File: src/nn_cfg_pkg.sv
package nn_cfg_pkg;

	// Datapath geometry
	localparam int LANES = 4;
	localparam int WORD_W = 16;
	localparam int ACC_W = 32;
	localparam int ADDR_W = 30;

	// Command field widths
	localparam int OP_W = 3;
	localparam int OPNUM_W = 16;
	localparam int KERN_W = 8;

	// Wide enough to hold a count of LANES
	localparam int CNT_W = 3;

	// Layer op codes
	localparam logic [OP_W-1:0] OP_CONV = 3'd1;
	localparam logic [OP_W-1:0] OP_MPOOL = 3'd4;

endpackage

File: src/nn_stream_pkg.sv
package nn_stream_pkg;
	import nn_cfg_pkg::*;

	// Layer command, held by the controller for the whole layer
	typedef struct packed {
		logic [OP_W-1:0] op;
		logic [OPNUM_W-1:0] op_num; // Output points
		logic [KERN_W-1:0] kernel; // Beats per point
		logic [ADDR_W-1:0] data_addr;
		logic [ADDR_W-1:0] weight_addr;
		logic [ADDR_W-1:0] result_addr;
	} layer_cmd_t;

	// One deserialized beat
	typedef struct packed {
		logic [LANES-1:0][WORD_W-1:0] data;
		logic [LANES-1:0][WORD_W-1:0] weight;
	} lane_beat_t;

	// Per-lane sums, or sign-extended maxima in maxpool
	typedef struct packed {
		logic [LANES-1:0][ACC_W-1:0] acc;
	} lane_result_t;

	// Words for the DMA write port
	typedef struct packed {
		logic [LANES-1:0][WORD_W-1:0] word;
		logic [CNT_W-1:0] count;
	} wb_packet_t;

endpackage

File: src/lane_mac.sv
module lane_mac import nn_cfg_pkg::*, nn_stream_pkg::*; (
	input  logic clk,
	input  logic rst,
	input  layer_cmd_t i_cmd,
	input  lane_beat_t i_beat,
	input  logic i_beat_strobe,
	output lane_result_t o_res,
	output logic o_res_strobe
);
	logic [KERN_W-1:0] k_cnt;
	logic first;
	logic last;
	logic pool;
	lane_result_t res_nxt;

	assign pool = (i_cmd.op == OP_MPOOL);
	assign first = (k_cnt == '0);
	assign last = (k_cnt == KERN_W'(i_cmd.kernel - 1'b1));

	always_comb begin
		logic signed [ACC_W-1:0] prod;
		logic signed [ACC_W-1:0] val;
		logic signed [ACC_W-1:0] cur;
		res_nxt = o_res;
		for (int l = 0; l < LANES; l++) begin
			prod = $signed(i_beat.data[l]) * $signed(i_beat.weight[l]);
			val = $signed(i_beat.data[l]); // Sign-extend for the compare
			cur = first ? '0 : $signed(o_res.acc[l]); // New window starts clean
			if (pool)
				res_nxt.acc[l] = (first || val > cur) ? val : cur;
			else
				res_nxt.acc[l] = cur + prod;
		end
	end

	always_ff @(posedge clk or posedge rst) begin
		if (rst) begin
			k_cnt <= '0;
			o_res_strobe <= 1'b0;
		end else begin
			o_res_strobe <= i_beat_strobe & last;
			if (i_beat_strobe)
				k_cnt <= last ? '0 : k_cnt + 1'b1;
		end
	end

	// Accumulator doubles as the result register
	always_ff @(posedge clk) begin
		if (i_beat_strobe)
			o_res <= res_nxt;
	end

endmodule

File: config.mk
export PLATFORM = sky130hd
export DESIGN_NAME = lane_mac
export DESIGN_NICKNAME = d
export VERILOG_FILES = /design/src/nn_cfg_pkg.sv /design/src/nn_stream_pkg.sv /design/src/lane_mac.sv
export SDC_FILE = /design/constraint.sdc
export NUM_CORES = 2
export LEC_CHECK = 0
export CAP_MARGIN = 30
export CORE_ASPECT_RATIO = 0.5
export CORE_UTILIZATION = 70
export CTS_CLUSTER_SIZE = 16
export DETAILED_ROUTE_END_ITERATION = 12
export DONT_BUFFER_PORTS = 1
export PLACE_DENSITY = 0.84
export SETUP_SLACK_MARGIN = 0.05
export SYNTH_ARGS = -nofsm -noshare
export SYNTH_HDL_FRONTEND = slang
export SYNTH_SLANG_ARGS = --single-unit
File: constraint.sdc
create_clock -name clk -period 11.96 [get_ports clk]
set_clock_uncertainty 0.1 [all_clocks]
set_input_delay 2.392 -clock clk [delete_from_list [all_inputs] [get_ports clk]]
set_output_delay 2.392 -clock clk [all_outputs]
set_load 0.01 [all_outputs]
==> impl_metrics.tcl <==
set metrics [dict create \
    antenna_found_initial 1 \
    syn_nets 7828 \
    yosys-top-cells-count "inv_1, fa_1, nand2_1, and2_1, ha_1" \
    port_buffers 0 \
    rsz0062_at_grt "false" \
    syn_inst 5889 \
    cts.repair.resized 0 \
    hold_depth 2 \
    grt_max_degree 140 \
    dieArea_sq_mm 0.0785 \
    overflow 0 \
    post-route-min-period_ns 8.81 \
    yosysWarnings 0 \
    place_area_sq_mm 0.0547 \
    ys_seq_area_share_pct 7.52 \
    fin_area_sq_mm 0.0553 \
    drive_gt1_share_pct 1.25 \
    synth-edff-count 128 \
    cap_violations 0 \
    start_util_pct 71.4 \
    cts_tree "yes" \
    postRouteAntennaNets 0 \
    core_area_sq_mm 0.0758 \
    cts_num_sinks 137 \
    place_hpwl_mm 110 \
    startpoint_type "input pin" \
    synth_seq_cells 137 \
    cts.htree.levels 4 \
    wl_per_cell_um 19.9 \
    grt_pass1_wl_mm 225 \
    yosysTopAreaCellShare_pct 43.2 \
    tns_ns 0 \
    grt.total_usage_pct 36.4 \
    worstSetupPathType "in2reg" \
    hold_viol 0 \
    area_growth_pct 2.26 \
    vias 39964 \
    synth.cell_area_sq_mm 0.0541 \
    synth_area_leaders "fa_1, ha_1, inv_1" \
    place_congestion 0.939 \
    avgSynthCellArea_sq_um 9.19 \
    max_freq_ghz 0.114 \
    post-route-period-util_pct 73.6 \
    synth_top_cell_by_area "fa_1" \
    critical_path_peak_fanout 16 \
    first_iter_violations 2718 \
    viasPerCell 5.91 \
    cts_hold_buf 0 \
    clkTransAtPathRegs_ns 0.06 \
    cts_setup_buffers 0 \
    cp.required_ns 12.04 \
    worst_pin_slew_ns 0.941 \
    crit_arrival_ns 8.89 \
    nNetsFinal 7666 \
    yosysUniqueCellTypes 78 \
    ios 377 \
    yosysMostFrequentCell "inv_1" \
    status "complete, no violations" \
    die_w_um 395 \
    reg2reg_depth 23 \
    grt_pass1_vias 44688 \
    chipHeight_um 199 \
    async_reset_ff_share_pct 6.57 \
    drc_errors 0 \
    cp-end-kind "register" \
    num_antenna_cells 0 \
    std_cell_rows 71 \
    synth_ff_type "edfxtp_1" \
    firstDrtPassIters 6 \
    cts_root_buf "clkbuf_16" \
    wl_mm 134 \
    hp-class "reg2reg" \
    clk_path_buf_depth 2 \
    slew_violations 0 \
    setup_violations 0 \
    relSlewSlack_pct 37.3 \
    clk_latency_ns 0.48 \
    numCtsBuffers 17 \
]
[cell usage in the layout, fill, tap and decap left out, types with 5 or more instances in the layout]
master	n
a211oi_1	22
a21boi_0	5
a21o_1	83
a21oi_1	139
a221o_1	6
a31oi_1	24
a41oi_1	6
and2_1	523
and3_1	12
buf_4	12
clkbuf_16	17
dfrtp_1	9
edfxtp_1	128
fa_1	1168
ha_1	523
inv_1	1487
mux2_2	9
mux2i_1	129
nand2_1	712
nand2b_1	23
nand3_1	33
nand3b_1	7
nand4_1	29
nor2_1	146
nor2b_1	13
nor3_1	23
o211ai_1	16
o21a_1	20
o21ai_0	98
o21ai_1	21
o21bai_1	10
o22ai_1	12
o31ai_1	8
or3_1	11
xnor2_1	116
xor2_1	46
[flip-flops by register name, indices dropped and copies added, names as in the netlist]
signal / count
k_cnt: 8
o_res: 128
o_res_strobe: 1
[per-stage QoR]
stage               cells  hold WS (ns)  worst slack (ns)  utilization, %
global placement     6730         0.488              2.89            72.3
detailed placement   6730         0.505              2.68            72.3
global route         6760         0.549              2.74            73.0
CTS                  6760         0.519              3.18            73.0
finish               6760         0.513              3.15            73.0
floorplan            5889         0.438              3.08               -
[metal layers]
| layer | up-vias | GRT usage, % | part of all wire [%] |
|---|---|---|---|
| met4 | 0 | 21.0 | 6.6 |
| li1 | 17451 | - | - |
| met3 | 528 | 5.84 | 7.7 |
| met5 | - | 0 | 0 |
| met2 | 1781 | 63.1 | 50 |
| met1 | 20204 | 43.6 | 36 |
[worst paths after layout]
check / startpoint / endpoint / slack [ns]
min in group asynchronous: rst / k_cnt[7] / 1.67
min reg2reg: k_cnt[1] / k_cnt[1] / 0.51
min: k_cnt[1] / k_cnt[1] / 0.51
max in group asynchronous: rst / k_cnt[2] / 9.82
max: i_beat[17] / o_res[60] / 3.15
max reg2reg: k_cnt[0] / o_res[60] / 3.69
[worst max-delay path, stage by stage]
cell      delay [ns]
nand2_1         0.14
inv_1           0.08
fa_1            0.72
inv_1           0.11
fa_1            0.57
inv_1           0.35
fa_1            0.51
fa_1            0.50
fa_1            0.49
inv_1           0.05
fa_1            0.47
inv_1           0.04
ha_1            0.34
a21o_1          0.21
a21o_1          0.17
a21o_1          0.17
a221oi_1        0.61
o21ai_0         0.30
a31oi_1         0.26
xor2_1          0.26
mux2i_1         0.12
[cell type report]
cell class	instances	area [sq um]
Clock buffer	18	429
Inverter	1487	5580
Sequential cell	137	4070
Multi-Input combinational cell	4072	43700
Tap cell	1022	1280
Timing Repair Buffer	12	90.1
Fill cell	5393	20400
Clock inverter	12	153
[logic make-up (layout without fill, tap and decap cells)]
| group | after synthesis | count (layout) | synth area share [%] |
|---|---|---|---|
| flops | 137 | 137 | 7.52 |
| fa+ha+maj | 1691 | 1691 | 55.3 |
| simple gates | 1561 | 1561 | 14.1 |
| compound gates | 520 | 520 | 6.19 |
| xor+xnor | 162 | 162 | 2.62 |
| mux | 138 | 138 | 2.57 |
| buf+inv | 1680 | 1529 | 11.7 |
Power is not shown: default switching activity piles up to over one toggle a cycle in this logic, so the estimate is an artifact.
