==> src/nn_cfg_pkg.sv <==
package nn_cfg_pkg;

	// Datapath geometry
	localparam int LANES = 4;
	localparam int WORD_W = 16;
	localparam int ACC_W = 32;
	localparam int ADDR_W = 30;

	// Command field widths
	localparam int OP_W = 3;
	localparam int OPNUM_W = 16;
	localparam int KERN_W = 8;

	// Wide enough to hold a count of LANES
	localparam int CNT_W = 3;

	// Layer op codes
	localparam logic [OP_W-1:0] OP_CONV = 3'd1;
	localparam logic [OP_W-1:0] OP_MPOOL = 3'd4;

endpackage

==> src/nn_stream_pkg.sv <==
package nn_stream_pkg;
	import nn_cfg_pkg::*;

	// Layer command, held by the controller for the whole layer
	typedef struct packed {
		logic [OP_W-1:0] op;
		logic [OPNUM_W-1:0] op_num; // Output points
		logic [KERN_W-1:0] kernel; // Beats per point
		logic [ADDR_W-1:0] data_addr;
		logic [ADDR_W-1:0] weight_addr;
		logic [ADDR_W-1:0] result_addr;
	} layer_cmd_t;

	// One deserialized beat
	typedef struct packed {
		logic [LANES-1:0][WORD_W-1:0] data;
		logic [LANES-1:0][WORD_W-1:0] weight;
	} lane_beat_t;

	// Per-lane sums, or sign-extended maxima in maxpool
	typedef struct packed {
		logic [LANES-1:0][ACC_W-1:0] acc;
	} lane_result_t;

	// Words for the DMA write port
	typedef struct packed {
		logic [LANES-1:0][WORD_W-1:0] word;
		logic [CNT_W-1:0] count;
	} wb_packet_t;

endpackage

==> src/writeback_ser.sv <==
module writeback_ser import nn_cfg_pkg::*, nn_stream_pkg::*; (
	input  logic clk,
	input  logic rst,
	input  wb_packet_t i_pkt,
	input  logic i_pkt_strobe,
	input  logic i_p0_ib_re,
	output logic o_p0_writes_en,
	output logic [WORD_W-1:0] o_p0_ib_data,
	output logic o_p0_ib_valid,
	output logic o_busy,
	output logic o_word_done
);
	wb_packet_t pkt_q;
	logic [CNT_W-1:0] idx;
	logic send;

	assign send = o_busy & i_p0_ib_re;
	assign o_p0_writes_en = o_busy; // Request the port while words remain

	always_ff @(posedge clk or posedge rst) begin
		if (rst) begin
			o_busy <= 1'b0;
			o_p0_ib_valid <= 1'b0;
			o_word_done <= 1'b0;
			idx <= '0;
		end else begin
			o_p0_ib_valid <= send;
			o_word_done <= send;
			if (i_pkt_strobe) begin
				o_busy <= 1'b1;
				idx <= '0;
			end else if (send) begin
				if (idx == pkt_q.count - 1'b1) begin
					o_busy <= 1'b0; // Last word of the point
					idx <= '0;
				end else begin
					idx <= idx + 1'b1;
				end
			end
		end
	end

	always_ff @(posedge clk) begin
		if (i_pkt_strobe)
			pkt_q <= i_pkt;
		if (send)
			o_p0_ib_data <= pkt_q.word[idx];
	end

endmodule

==> config.mk <==
export PLATFORM = sky130hd
export DESIGN_NAME = writeback_ser
export DESIGN_NICKNAME = d
export VERILOG_FILES = /design/src/nn_cfg_pkg.sv /design/src/nn_stream_pkg.sv /design/src/writeback_ser.sv
export SDC_FILE = /design/constraint.sdc
export NUM_CORES = 1
export LEC_CHECK = 0
export ABC_CLOCK_PERIOD_IN_PS = 3900
export BUFFER_PORTS_ARGS = -buffer_cell sky130_fd_sc_hd__buf_4
export CAP_MARGIN = 25
export CELL_PAD_IN_SITES_DETAIL_PLACEMENT = 1
export CELL_PAD_IN_SITES_GLOBAL_PLACEMENT = 2
export CORE_UTILIZATION = 41
export CTS_CLUSTER_SIZE = 24
export DETAILED_ROUTE_END_ITERATION = 16
export HOLD_SLACK_MARGIN = 0.05
export PLACE_DENSITY_LB_ADDON = 0.15
export SLEW_MARGIN = 20
export SYNTH_ARGS = -nofsm -noshare
export SYNTH_HDL_FRONTEND = slang
export SYNTH_SLANG_ARGS = --single-unit
==> constraint.sdc <==
create_clock -name clk -period 3.9 [get_ports clk]
set_input_delay 0.39 -clock clk [delete_from_list [all_inputs] [get_ports clk]]
set_output_delay 0.39 -clock clk [all_outputs]
set_load 0.01 [all_outputs]
==> results.sh <==
export IMPL_outcome="finished clean"
export IMPL_path_max_fanout=12
export IMPL_dr_total_vias=1611
export IMPL_wl_mm=5.89
export IMPL_slew_viol_final=0
export IMPL_crit_type="reg -> reg"
export IMPL_syn_nets=207
export IMPL_drive_above_1_share_pct=51.7
export IMPL_hold_viol_final=0
export IMPL_synth_top_family_by_area="multiplexers"
export IMPL_synth_compound_area_share_pct=1.36
export IMPL_place_port_buffers=90
export IMPL_finalWorstSetupSlack_ns=1.96
export IMPL_start_util_pct=43.4
export IMPL_synth_area_leaders="edfxtp_1 77%, mux4_2 11%, dfrtp_1 3.9%"
export IMPL_grt_overflow=0
export IMPL_ys_ff_latch=88
export IMPL_yosys_warnings=0
export IMPL_slew_headroom_pct=41.1
export IMPL_final_area_mm2=0.00418
export IMPL_viasPerCell=4.81
export IMPL_remaining_drc_errors=0
export IMPL_wl_per_cell_um=17.6
export IMPL_p_per_area_mw_per_mm2=478
export IMPL_fin_util_pct=56.5
export IMPL_dieArea_mm2=0.00820
export IMPL_synthAdderAreaFrac_pct=0.778
export IMPL_n_fill_cell=671
export IMPL_gp_congestion=0.733
export IMPL_min_period_ns=1.94
export IMPL_rows=31
export IMPL_setup_viol=0
export IMPL_clock_sinks=88
export IMPL_final_setup_tns_ns=0
export IMPL_ios=91
export IMPL_cts_root_buf="clkbuf_8"
export IMPL_antenna_left=0
export IMPL_die_h_um=90.6
export IMPL_synth_area_per_cell_um2=24.0
export IMPL_hpwl_mm=4.09
export IMPL_fin_crit_sh_pct=49.8
export IMPL_clock_fmax_mhz=515
export IMPL_synth_top_cell_area_share_pct=77.5
export IMPL_synth_top_cell_by_area="edfxtp_1"
export IMPL_clk_latency_ns=0.35
export IMPL_synth_simple_gate_area_share_pct=1.63
export IMPL_grt_pass1_wl_mm=9.17
export IMPL_cp_start_kind="flop"
export IMPL_final_cells=335
export IMPL_rsz0062_at_grt="no"
export IMPL_synthesis_area_mm2=0.00322
export IMPL_placed_area_mm2=0.00398
export IMPL_cts_resized=0
export IMPL_drtPass1Iterations=4
export IMPL_core_mm2=0.00741
export IMPL_grt_max_degree=73
export IMPL_yosysUniqueCellTypes=21
export IMPL_synthXorXnorAreaFrac_pct=1.83
export IMPL_cts_tree="done"
export IMPL_cp_data_arrival_time_ns=2.03
export IMPL_htreeDepth=3
export IMPL_drtIter0Drc=64
export IMPL_ir_drop_mv=0.241
export IMPL_hold_class="in -> reg"
export IMPL_netlist_instances=134
export IMPL_p_leak_nw=1.58
export IMPL_place_ws_ns=1.90
export IMPL_yosysSeqAreaShare_pct=81.4
export IMPL_die_w_um=90.6
export IMPL_clk_pin_slew_ns=0.09
export IMPL_clock_skew_ns=0.00824
export IMPL_gr_usage_all_layers_pct=15.3
export IMPL_first_global_vias=1836
export IMPL_nets=304
export IMPL_insertedDiodeCount=0
export IMPL_numPlacedInstances=318
export IMPL_required_ns=3.99
export IMPL_antenna_found_initial=0
export IMPL_clk_path_buf_depth=2
export IMPL_tightest_slew_ns=0.884
export IMPL_numCtsBuffers=9
export IMPL_postCtsSetupRepairBufs=0
export IMPL_synthMuxAreaShare_pct=11.2
export IMPL_maxCapViolCount=0
export IMPL_syn_to_final_growth_pct=30.0
export IMPL_cp_end_kind="flop"
[worst paths after layout]
path / from / endpoint / slack (ns) / cells after the start
max: idx[0]$_DFFE_PP0P_ / o_p0_ib_data[10]$_DFFE_PP_ / 1.96 / 2
min: i_pkt[56] / pkt_q[56]$_DFFE_PP_ / 0.21 / 1
max reg2reg: idx[0]$_DFFE_PP0P_ / o_p0_ib_data[10]$_DFFE_PP_ / 1.96 / 2
min reg2reg: o_busy$_DFFE_PP0P_ / o_busy$_DFFE_PP0P_ / 0.59 / 1
max in group asynchronous: rst / idx[0]$_DFFE_PP0P_ / 3.22 / 3
min in group asynchronous: rst / o_word_done$_DFF_PP0_ / 0.50 / 3
[state kept, by name, indices dropped and copies added (netlist names)]
signal	cells
pkt_q	67
o_p0_ib_data	16
idx	3
o_busy	1
o_word_done	1
[layer usage]
metal | up-vias | share of wire, % | global-route usage, %
met5 | - | 0 | 0
met4 | 0 | 1.6 | 8.20
met3 | 10 | 4.4 | 3.54
met2 | 47 | 57 | 28.2
met1 | 808 | 37 | 16.2
li1 | 746 | - | -
[layout by cell type (no fill, tap or decap), types with 2 or more instances in the layout]
master / n
buf_4: 91
clkbuf_1: 2
clkbuf_8: 9
clkinvlp_4: 2
dfrtp_1: 5
edfxtp_1: 83
ha_1: 2
inv_1: 5
mux4_2: 16
nand2_1: 2
nand4_1: 3
[report_power, final]
part	leakage [nW]	internal (mW)	switching, mW	total [mW]
combinational	0.623	0.137	0.0873	0.224
sequential	0.873	1.13	0.0393	1.17
clock	0.0872	0.296	0.308	0.603
[layout make-up]
class,count,area (um^2),share of cell area [%]
inverter,5,18.8,0.449
clock inverter,5,57.6,1.38
clock buffer,11,131,3.14
multi-input combinational,35,541,12.9
tap,99,124,2.96
timing repair buffer,92,693,16.6
sequential,88,2620,62.6
[cell families after synthesis]
logic type | after synthesis
compound gates | 5
xor+xnor | 3
fa+ha+maj | 2
buf+inv | 11
flops | 88
mux | 16
simple gates | 9
[worst max-delay path, stage by stage (launching register included)]
cell	delay (ns)
dfrtp_1	0.77
buf_4	0.37
mux4_2	0.55
[Yosys cell counts]
cell,n
buf_4,4
and3_1,1
buf_2,2
mux4_2,16
dfrtp_1,5
xor2_1,1
a21o_1,1
a311o_1,1
nand2_1,2
nand3b_1,1
a21oi_1,1
nor2_1,1
o41ai_2,1
nand4_1,3
inv_1,5
xnor3_1,1
xor2_4,1
edfxtp_1,83
ha_1,2
o21ai_0,1
nor4b_1,1
[per-stage QoR]
step | hold slack, ns | total power, mW
floorplan | 0.169 | 1.29
global placement | 0.307 | 1.41
detailed placement | 0.317 | 1.43
CTS | 0.192 | 2.03
global route | 0.185 | 2.08
finish | 0.212 | 2.00
[what timing repair did]
item / in CTS / in global routing
setup endpoints to repair: 0 / 0
hold buffers: 1 / 0
endpoints found under the hold margin: 5 / 0
Power figures use the tool's default switching activity.
