**config.mk**
```make
export PLATFORM = sky130hd
export DESIGN_NAME = burst_deser
export DESIGN_NICKNAME = d
export VERILOG_FILES = /design/src/nn_cfg_pkg.sv /design/src/nn_stream_pkg.sv /design/src/burst_deser.sv
export SDC_FILE = /design/constraint.sdc
export NUM_CORES = 1
export LEC_CHECK = 0
export BUFFER_PORTS_ARGS = -buffer_cell sky130_fd_sc_hd__buf_2
export CELL_PAD_IN_SITES_DETAIL_PLACEMENT = 2
export CELL_PAD_IN_SITES_GLOBAL_PLACEMENT = 2
export CORE_MARGIN = 4
export CORE_UTILIZATION = 27
export DETAILED_ROUTE_END_ITERATION = 12
export PLACE_DENSITY_LB_ADDON = 0.1
export SLEW_MARGIN = 20
export SYNTH_ARGS = -nofsm -noshare
export SYNTH_HDL_FRONTEND = slang
export SYNTH_SLANG_ARGS = --single-unit
```
**constraint.sdc**
```tcl
create_clock -name clk -period 2.55 [get_ports clk]
set_input_delay 0.255 -clock clk [delete_from_list [all_inputs] [get_ports clk]]
set_output_delay 0.255 -clock clk [all_outputs]
set_load 0.02 [all_outputs]
```
**src/nn_cfg_pkg.sv**
```systemverilog
package nn_cfg_pkg;

	// Datapath geometry
	localparam int LANES = 4;
	localparam int WORD_W = 16;
	localparam int ACC_W = 32;
	localparam int ADDR_W = 30;

	// Command field widths
	localparam int OP_W = 3;
	localparam int OPNUM_W = 16;
	localparam int KERN_W = 8;

	// Wide enough to hold a count of LANES
	localparam int CNT_W = 3;

	// Layer op codes
	localparam logic [OP_W-1:0] OP_CONV = 3'd1;
	localparam logic [OP_W-1:0] OP_MPOOL = 3'd4;

endpackage

```
**src/nn_stream_pkg.sv**
```systemverilog
package nn_stream_pkg;
	import nn_cfg_pkg::*;

	// Layer command, held by the controller for the whole layer
	typedef struct packed {
		logic [OP_W-1:0] op;
		logic [OPNUM_W-1:0] op_num; // Output points
		logic [KERN_W-1:0] kernel; // Beats per point
		logic [ADDR_W-1:0] data_addr;
		logic [ADDR_W-1:0] weight_addr;
		logic [ADDR_W-1:0] result_addr;
	} layer_cmd_t;

	// One deserialized beat
	typedef struct packed {
		logic [LANES-1:0][WORD_W-1:0] data;
		logic [LANES-1:0][WORD_W-1:0] weight;
	} lane_beat_t;

	// Per-lane sums, or sign-extended maxima in maxpool
	typedef struct packed {
		logic [LANES-1:0][ACC_W-1:0] acc;
	} lane_result_t;

	// Words for the DMA write port
	typedef struct packed {
		logic [LANES-1:0][WORD_W-1:0] word;
		logic [CNT_W-1:0] count;
	} wb_packet_t;

endpackage

```
**src/burst_deser.sv**
```systemverilog
module burst_deser import nn_cfg_pkg::*, nn_stream_pkg::*; (
	input  logic clk,
	input  logic rst,
	input  layer_cmd_t i_cmd,
	input  logic [WORD_W-1:0] i_p2_ob_data,
	input  logic i_p2_ob_we,
	input  logic [WORD_W-1:0] i_p3_ob_data,
	input  logic i_p3_ob_we,
	output lane_beat_t o_beat,
	output logic o_beat_strobe
);
	logic [CNT_W-1:0] d_cnt;
	logic [CNT_W-1:0] w_cnt;
	logic [CNT_W-1:0] d_nxt;
	logic [CNT_W-1:0] w_nxt;
	logic conv;
	logic w_we;
	logic full;

	assign conv = (i_cmd.op == OP_CONV);
	assign w_we = conv & i_p3_ob_we; // Weight port idle in maxpool
	assign d_nxt = d_cnt + CNT_W'(i_p2_ob_we);
	assign w_nxt = w_cnt + CNT_W'(w_we);

	// Data burst done, and weight burst too for conv
	assign full = (d_nxt == CNT_W'(LANES)) && (!conv || (w_nxt == CNT_W'(LANES)));

	always_ff @(posedge clk or posedge rst) begin
		if (rst) begin
			d_cnt <= '0;
			w_cnt <= '0;
			o_beat_strobe <= 1'b0;
		end else begin
			o_beat_strobe <= full;
			if (full) begin
				d_cnt <= '0;
				w_cnt <= '0;
			end else begin
				d_cnt <= d_nxt;
				w_cnt <= w_nxt;
			end
		end
	end

	// Words land straight in their lane
	always_ff @(posedge clk) begin
		if (i_p2_ob_we)
			o_beat.data[d_cnt] <= i_p2_ob_data;
		if (w_we)
			o_beat.weight[w_cnt] <= i_p3_ob_data;
	end

endmodule

```
==> key figures <==
Run status
  • Status: finished clean

Routing
  • Drt first-iter violations: 130
  • Vias: approximately 2,300
  • # DRC: 0
  • Routed len/inst: between 15 and 20 µm
  • First-pass DRT Iterations: 4
  • Final WL: approximately 11,000 µm
  • Routed vias/inst: between 4 and 5
  • Final antenna-violating net count: 0

Power
  • Clock Power Share: 0.435
  • Pwr/cell area: about 1000 mW/mm²
  • Static leakage: 2.38 nW
  • Seq pwr share: 0.449
  • Total power: 6.18 mW
  • Logic gate share of total power: 0.116
  • Net switching power: 1.53 mW
  • Switch share: 0.247
  • Pint: between 4 and 5 mW
  • Maximum VDD drop: ~0.48 mV

Timing
  • Final setup margin: just over 900 ps
  • Post-route setup TNS: 0 ps
  • Setup Skew: about 7.7 ps
  • Setup violations, final: 0
  • Final Hold Violating Endpoints: 0
  • Final period util: 0.641
  • Worst-margin pin slew: 364 ps
  • Fmax: roughly 0.61 GHz
  • Final period demand of the worst path: around 1600 ps
  • Max-slew violations: 0
  • Max-slew headroom: 0.757
  • RSZ-0062 raised after global routing: false

Logic synthesis
  • Synthesized cell area: approximately 0.0043 mm²
  • Syn Nets: ~320
  • Largest cells by area after synthesis: edfxtp_1 90%, dfrtp_1 4.1%, ha_1 1.2%
  • Mapped Cells: between 150 and 200
  • Largest area contributor in the netlist: edfxtp_1
  • Share of the synthesized area in the top cell type: 0.903
  • Synth unique cells: 22
  • Sequential cell area fraction in the yosys report: 0.944
  • Ys Warns: 0
  • Synthesized area per cell: between 20 and 30 µm²
  • Synth Register Bits: ~140

Clock network
  • TritonCTS Buffers: 17
  • Setup bufs post-CTS: 0
  • Hold_buf cts: 1
  • Root buffer cell: clkbuf_16
  • Htree depth: 4
  • Clock sinks: 135
  • Clk slew on worst S/H paths: about 60 ps
  • Latest clock arrival within the worst-skew pair: roughly 400 ps
  • Longest Clk Path Bufs: 2
  • Post-cts sizing count: 0
  • CTS tree: done

Critical path
  • Critical path type: reg2reg
  • Worst flop-to-flop path startpoint: d_cnt[0]$_DFF_PP0_
  • CP Capture Type: flop
  • Worst EP required: about 2900 ps
  • Crit path max fanout: 5
  • R2r setup slk: 910 ps
  • Critical path launch point: d_cnt[0]$_DFF_PP0_
  • Arr. time, crit path: 1930 ps
  • Crit path launch type: flop

Floorplanning
  • Die Span Y: approximately 130 µm
  • Core area: approximately 0.015 mm²
  • FP Rows: 45
  • Die ar.: around 0.018 mm²
  • Initial core utilization: 0.278
  • Die X: between 100 and 150 µm
  • IO Pins: about 280

Final layout
  • Layout filler cell count: approximately 1,500
  • Fin util: 0.398
  • Nets@finish: between 500 and 600
  • Reg area: approximately 0.0040 mm²
  • Share of layout cells above drive strength 1: 0.570
  • Multi-input combinational cell area: 248 µm²
  • Layout area overhead: 43.3%
  • Final std cells w/o fill: about 600
  • Diode count: 0

Global route
  • Vias in the first global route: 2,612
  • Grt ovf: 0
  • Largest net degree at the start of global routing: 17
  • First-pass GRT wire length: ~17,000 µm
  • Initial antenna violation count: 0
  • Total track usage: 0.130

Run
  • Max-Cap Viols: 0

Place
  • Dpl hpwl: approximately 8300 µm
  • Setup WS pre-CTS: about 710 ps
  • Cells after DPL: between 500 and 600
  • Port bufs: roughly 170
  • Routability Congestion: roughly 0.65

Min path
  • Hold WC Path Type: in2reg
  • Hold_sp: i_p3_ob_data[7]
## final timing paths
| kind | cells past startpoint | end |
|---|---|---|
| worst max-delay path | 5 | w_cnt[1]$_DFF_PP0_ |
| worst max register to register | 5 | w_cnt[1]$_DFF_PP0_ |
| worst min register to register | 2 | w_cnt[2]$_DFF_PP0_ |
| min in group asynchronous | 3 | w_cnt[1]$_DFF_PP0_ |
| worst min-delay path | 1 | o_beat[39]$_DFFE_PP_ |
| max in group asynchronous | 3 | d_cnt[2]$_DFF_PP0_ |
## power groups by stage
stage,sequential [mW],clock [mW],combinational (mW)
after global routing,2.80,2.87,0.782
after global placement,2.82,0,0.719
after detailed placement,2.83,0,0.732
final,2.77,2.69,0.715
after floorplan,3.01,0,0.197
after CTS,2.78,2.77,0.737
## placed cells by master (no fill, tap or decap), types with 3 or more instances in the layout
| master | count |
|---|---|
| inv_6 | 4 |
| dfrtp_1 | 7 |
| nor3b_2 | 3 |
| clkinv_4 | 3 |
| buf_4 | 9 |
| ha_1 | 4 |
| bufinv_16 | 5 |
| clkbuf_16 | 17 |
| buf_2 | 167 |
| edfxtp_1 | 128 |
## worst max-delay path: stages, from the launching register on
cell	delay, ps
dfrtp_1	440
ha_1	210
ha_1	190
xnor2_1	160
or3_1	350
o21a_1	180
## synthesized netlist by cell type
library cell,number
edfxtp_1,128
a21oi_1,2
and2b_2,1
o31ai_1,1
and4_1,1
nor3_1,2
ha_1,4
o21a_1,2
xnor2_1,2
clkbuf_1,2
nor3b_4,1
and3_1,1
dfrtp_1,7
o21ai_0,1
inv_1,1
and2_1,2
nor3b_1,3
and3b_1,1
nand2_1,2
nor2_1,1
or3_1,1
nor2b_1,1
## state kept, by name, indices dropped and copies added (netlist names)
signal         cells
o_beat           128
d_cnt              3
w_cnt              3
o_beat_strobe      1
## kinds of logic after synthesis
family / after synthesis / share of synthesized area
DFF: 135 / 0.944
xor gates and xnor gates: 2 / 0.00412
AOI/OAI and AO/OA: 6 / 0.00882
buffers and inverters: 3 / 0.00265
and+or+nand+nor: 17 / 0.0282
adders and majority gates: 4 / 0.0118
## per-stage QoR
stage                     hold WS, ps  area (µm²)
after CTS                        35.4        6100
after floorplan                  58.4        4260
after global placement            203        5440
final                            57.7        6100
after detailed placement          208        5440
after global routing             29.1        6100
## layer usage
metal	global-route usage	vias up	routed length, µm
met1	0.154	1199	4730
met3	0.0498	6	669
li1	-	1052	-
met4	0.0429	0	98
met5	0	-	0
met2	0.217	89	5890
## layout make-up
cell class / count / area share
tap: 211 / 0.0433
multi-input combinational: 29 / 0.0406
clock inverter: 14 / 0.0361
sequential: 135 / 0.659
timing repair buffer: 177 / 0.150
clock buffer: 18 / 0.0704
inverter: 1 / 0.000616
Power figures use the tool's default switching activity.
