### config.mk
export PLATFORM = sky130hd
export DESIGN_NAME = engine_ctrl
export DESIGN_NICKNAME = d
export VERILOG_FILES = /design/src/nn_cfg_pkg.sv /design/src/nn_stream_pkg.sv /design/src/engine_ctrl.sv
export SDC_FILE = /design/constraint.sdc
export NUM_CORES = 1
export LEC_CHECK = 0
export ABC_AREA = 0
export ABC_CLOCK_PERIOD_IN_PS = 15500
export BUFFER_PORTS_ARGS = -buffer_cell sky130_fd_sc_hd__buf_4
export CAP_MARGIN = 20
export CORE_ASPECT_RATIO = 1.25
export CORE_MARGIN = 2
export CORE_UTILIZATION = 55
export CTS_CLUSTER_SIZE = 12
export DETAILED_ROUTE_END_ITERATION = 8
export GPL_TIMING_DRIVEN = 0
export PLACE_DENSITY = 0.79
export RECOVER_POWER = 50
export REMOVE_ABC_BUFFERS = 1
export SETUP_SLACK_MARGIN = 0.2
export SLEW_MARGIN = 0
export SYNTH_ARGS = -nofsm -noshare
export SYNTH_HDL_FRONTEND = slang
export SYNTH_SLANG_ARGS = --single-unit
export TNS_END_PERCENT = 10
### constraint.sdc
create_clock -name clk -period 15.5 [get_ports clk]
set_input_delay 0.775 -clock clk [delete_from_list [all_inputs] [get_ports clk]]
set_output_delay 0.775 -clock clk [all_outputs]
set_load 0.02 [all_outputs]
### src/nn_cfg_pkg.sv
package nn_cfg_pkg;

	// Datapath geometry
	localparam int LANES = 4;
	localparam int WORD_W = 16;
	localparam int ACC_W = 32;
	localparam int ADDR_W = 30;

	// Command field widths
	localparam int OP_W = 3;
	localparam int OPNUM_W = 16;
	localparam int KERN_W = 8;

	// Wide enough to hold a count of LANES
	localparam int CNT_W = 3;

	// Layer op codes
	localparam logic [OP_W-1:0] OP_CONV = 3'd1;
	localparam logic [OP_W-1:0] OP_MPOOL = 3'd4;

endpackage

### src/nn_stream_pkg.sv
package nn_stream_pkg;
	import nn_cfg_pkg::*;

	// Layer command, held by the controller for the whole layer
	typedef struct packed {
		logic [OP_W-1:0] op;
		logic [OPNUM_W-1:0] op_num; // Output points
		logic [KERN_W-1:0] kernel; // Beats per point
		logic [ADDR_W-1:0] data_addr;
		logic [ADDR_W-1:0] weight_addr;
		logic [ADDR_W-1:0] result_addr;
	} layer_cmd_t;

	// One deserialized beat
	typedef struct packed {
		logic [LANES-1:0][WORD_W-1:0] data;
		logic [LANES-1:0][WORD_W-1:0] weight;
	} lane_beat_t;

	// Per-lane sums, or sign-extended maxima in maxpool
	typedef struct packed {
		logic [LANES-1:0][ACC_W-1:0] acc;
	} lane_result_t;

	// Words for the DMA write port
	typedef struct packed {
		logic [LANES-1:0][WORD_W-1:0] word;
		logic [CNT_W-1:0] count;
	} wb_packet_t;

endpackage

### src/engine_ctrl.sv
module engine_ctrl import nn_cfg_pkg::*, nn_stream_pkg::*; (
	input  logic clk,
	input  logic rst,
	input  logic i_engine_valid,
	input  layer_cmd_t i_cmd,
	input  logic i_beat_strobe,
	input  logic i_busy,
	input  logic i_word_done,
	output layer_cmd_t o_cmd,
	output logic o_p2_reads_en,
	output logic o_p3_reads_en,
	output logic [ADDR_W-1:0] o_p2_addr,
	output logic [ADDR_W-1:0] o_p3_addr,
	output logic [ADDR_W-1:0] o_p0_addr,
	output logic o_engine_ready
);
	typedef enum logic [1:0] {S_IDLE, S_RUN, S_DONE} state_t;

	state_t state;
	logic [OPNUM_W+KERN_W-1:0] beats_total;
	logic [OPNUM_W+KERN_W-1:0] beats_req;
	logic [KERN_W-1:0] k_cnt;
	logic [OPNUM_W-1:0] pts_done;
	logic wait_pt; // Window fully read, point not yet written back
	logic busy_q;
	logic pt_done;
	logic can_req;

	assign beats_total = o_cmd.op_num * o_cmd.kernel;
	assign pt_done = busy_q & ~i_busy;
	assign can_req = (state == S_RUN) && !o_p2_reads_en && !wait_pt && !i_busy &&
		(beats_req < beats_total);

	always_ff @(posedge clk or posedge rst) begin
		if (rst) begin
			state <= S_IDLE;
			o_cmd <= '0;
			o_p2_reads_en <= 1'b0;
			o_p3_reads_en <= 1'b0;
			o_p2_addr <= '0;
			o_p3_addr <= '0;
			o_p0_addr <= '0;
			o_engine_ready <= 1'b0;
			beats_req <= '0;
			k_cnt <= '0;
			pts_done <= '0;
			wait_pt <= 1'b0;
			busy_q <= 1'b0;
		end else begin
			busy_q <= i_busy;
			case (state)
				S_IDLE, S_DONE: begin
					if (i_engine_valid) begin
						o_cmd <= i_cmd;
						o_p2_addr <= i_cmd.data_addr;
						o_p3_addr <= i_cmd.weight_addr;
						o_p0_addr <= i_cmd.result_addr;
						o_engine_ready <= 1'b0;
						beats_req <= '0;
						k_cnt <= '0;
						pts_done <= '0;
						wait_pt <= 1'b0;
						state <= S_RUN;
					end
				end
				S_RUN: begin
					if (can_req) begin
						o_p2_reads_en <= 1'b1;
						o_p3_reads_en <= (o_cmd.op == OP_CONV); // Weights only for conv
					end
					// Beat complete, close the burst and step to the next one
					if (i_beat_strobe) begin
						o_p2_reads_en <= 1'b0;
						o_p3_reads_en <= 1'b0;
						o_p2_addr <= o_p2_addr + ADDR_W'(LANES);
						if (o_cmd.op == OP_CONV)
							o_p3_addr <= o_p3_addr + ADDR_W'(LANES);
						beats_req <= beats_req + 1'b1;
						if (k_cnt == KERN_W'(o_cmd.kernel - 1'b1)) begin
							k_cnt <= '0;
							wait_pt <= 1'b1; // Hold reads until write-back drains
						end else begin
							k_cnt <= k_cnt + 1'b1;
						end
					end
					if (i_word_done)
						o_p0_addr <= o_p0_addr + 1'b1;
					if (pt_done) begin
						wait_pt <= 1'b0;
						pts_done <= pts_done + 1'b1;
						if (pts_done + 1'b1 == o_cmd.op_num) begin
							o_engine_ready <= 1'b1;
							state <= S_DONE;
						end
					end
				end
				default: state <= S_IDLE;
			endcase
		end
	end

endmodule

==> results by group <==
STA
  – # setup viols final: 0
  – Measured slew at the worst slew-check pin: around 7 ns
  – Max-slew violation count: between 300 and 400
  – Rel. slew slack: -367.8%
  – Worst Skew: 0.02091 ns
  – Worst setup margin: 7.176 ns
  – Final Cycle Share: 53.70%
  – Final Hold Fails: 0
  – Max Clk Rate: about 120 MHz
  – Setup_tns: 0 ns
  – Final Critical Period: ~8.3 ns
  – RSZ-0062 raised after global routing: no

Layout
  – Area Overhead vs Synth: 19.12%
  – Share of layout cells above drive strength 1: 14.13%
  – Final core occ: 66.20%
  – Non-Filler Instances: about 2,700
  – Antenna fix cells: 0
  – Nets: 2,598
  – Fill cell count: about 2,700

Outcome
  – Violated checks: capacitance limit, slew limit
  – Outcome: complete, but fails checks

Synth
  – Largest cells by area after synthesis: dfrtp_1, nand2_1, fa_1
  – Adder-Cell Fraction of Synth Area: approximately 15%
  – Synth Area in Simple Gates: 24.10%
  – Ys flop type: dfrtp_1
  – Post-Syn Area: 0.01756 mm2
  – Sequential area share after synthesis: between 30% and 40%
  – Async set-reset flop share out of synthesis: 100.0%
  – Compound-Gate Fraction of Synth Area: between 10% and 20%
  – Top cells by count, synth: nand2_1, dfrtp_1, a21oi_1
  – Post-synth EDFFs: 0
  – YS warnings: 0
  – Yosys top cell area share: 37.33%
  – Mux contribution to synthesized area: 0.6412%
  – Seq cells post-synth: 262
  – Largest family of logic cells by synthesized area: simple AND/OR/NAND/NOR gates
  – Post-synth cell types: between 70 and 80
  – Avg Inst Size Synth: 8.500 um2
  – Largest area contributor in the netlist: dfrtp_1
  – Gate Count Post-Synth: around 2,100
  – Most common cell in the synthesized netlist: nand2_1
  – Xor/xnor share of the synthesized area: 3.975%

Routing
  – Drc violations: 0
  – Met2 WL: 26,060 um
  – First-pass DRT Iterations: 5
  – First DRT Iteration DRCs: 1,148
  – Vias: 16,160
  – M1 wire length: 19,580 um
  – Antenna viol nets, final: 0
  – DR WL/cell: 18.89 um
  – Top sig layer: met4
  – Met3 wire length: slightly above 4000 um
  – Via-per-instance ratio: 5.883
  – Final wirelength: between 50,000 and 60,000 um

Floorplan
  – Die area: 0.03339 mm2
  – Starting density of the core: about 56%
  – Core Area: approximately 0.032 mm2
  – Die W: 163.8 um
  – Ports: 333
  – Die Y: 203.8 um
  – Placement row count: 73

Critical path
  – Startpoint Class: input port
  – CP Max Fanout: 127
  – CP required: 14.42 ns
  – Crit end category: async pin
  – Critical Path AT: between 7 and 8 ns
  – Critical path class: in -> async

Clocking
  – Setup Buffers After CTS: 0
  – CTS root buf: clkbuf_16
  – Clk buf depth: 3
  – TritonCTS clock tree: built
  – # H-tree levels: 1
  – Hold-fix buffers, CTS: 0
  – # resized after CTS: 0
  – TritonCTS Buffers: 28
  – Worst-Skew Late Latency: 0.56 ns
  – Clock sink count: 262
  – Clock-pin transition on the worst setup and hold timing paths: approximately 0.06 ns

Run
  – Max cap viols: 5

Placement
  – Detailed Place HPWL: 37,710 um
  – Port-buffer cells: 332
  – Pre-CTS setup slack: around 9 ns
  – Placed insts: between 2,000 and 3,000
  – Routability cong.: 0.9121

Hold path
  – Worst Hold Class: in -> reg

Global routing
  – Vias in the first global route: ~16,000
  – Gr ovfl total: 0
  – GR Util All Layers: 31.19%
  – Largest net degree at the start of global routing: 128
  – First-pass GRT wire length: 83,950 um
  – Initial antenna violation count: 0
[cells in the final DEF, fill, tap and decap left out, types with 9 or more instances in the layout]
cell type	Yosys	routed
ha_1	74	74
xor2_1	37	37
and4_1	19	19
xnor2_1	35	35
nand2_1	513	513
a21o_1	9	9
fa_1	84	84
inv_1	124	123
a2bb2oi_1	20	20
clkbuf_16	0	29
o21ai_0	102	102
a21oi_1	128	127
nor2_1	94	93
dfrtp_1	262	262
nor3_1	24	24
nand3_1	63	63
a31oi_1	14	14
clkbuf_1	99	81
and3_1	21	21
buf_4	0	265
and2_1	104	104
nor4_1	10	10
o22ai_1	29	29
mux2i_1	9	9
nand4_1	29	29
or3_1	9	9
[path summary, 6_finish.rpt]
kind	startpoint	end	slack (ns)	cells past startpoint
min reg2reg	o_cmd[16]	o_cmd[16]	0.47	2
min	i_cmd[113]	o_cmd[113]	0.40	3
max	rst	o_cmd[114]	7.18	3
max reg2reg	o_cmd[93]	o_p3_reads_en	8.75	21
min in group asynchronous	rst	beats_req[10]	0.84	2
max in group clk	o_cmd[93]	o_p3_reads_en	8.75	21
[kinds of logic (layout without fill, tap and decap cells)]
| kind of cell | Yosys count | in the layout |
|---|---|---|
| buf+inv | 248 | 517 |
| fa+ha+maj | 158 | 158 |
| simple gates | 921 | 921 |
| flops | 262 | 262 |
| xor+xnor | 75 | 75 |
| compound gates | 391 | 391 |
| mux | 11 | 11 |
[metal layers]
metal  up-vias  track usage (%)
li1       7439                -
met1      7976            36.92
met2       620            54.05
met3       125            8.298
met4         0            11.87
met5         -                0
[layout make-up]
| type | count | area (um2) | share of cell area (%) |
|---|---|---|---|
| flip-flops and latches | 262 | 6556 | 31.34 |
| inverters | 124 | 466.7 | 2.231 |
| clock buffers | 44 | 822.0 | 3.929 |
| clock inverters | 4 | 26.28 | 0.1256 |
| repair buffers | 345 | 2457 | 11.75 |
| multi-input cells | 1556 | 10080 | 48.16 |
| well taps | 412 | 515.5 | 2.464 |
[sequential cells by signal, summed over array words and instances, names as in the netlist, 2 cells and up]
name and cells:
o_p0_addr 30, o_p2_addr 30, o_cmd 117, k_cnt 8, o_p3_addr 30, pts_done 16
state 2, beats_req 24
[stage by stage]
step	hold slack [ns]	cell area [um2]
after floorplan	0.4649	17080
after global placement	0.4594	20080
after detailed placement	0.4632	20390
after CTS	0.2224	21240
after global routing	0.3990	20920
final	0.4017	20920
[worst max-delay path: stages]
cell        delay (ns)
clkbuf_4          0.11
clkinvlp_2        1.27
clkbuf_1          4.95
Power is left out: the tool's default activity adds up to more than one toggle a clock period on the data nets, which glitch-free logic cannot reach.
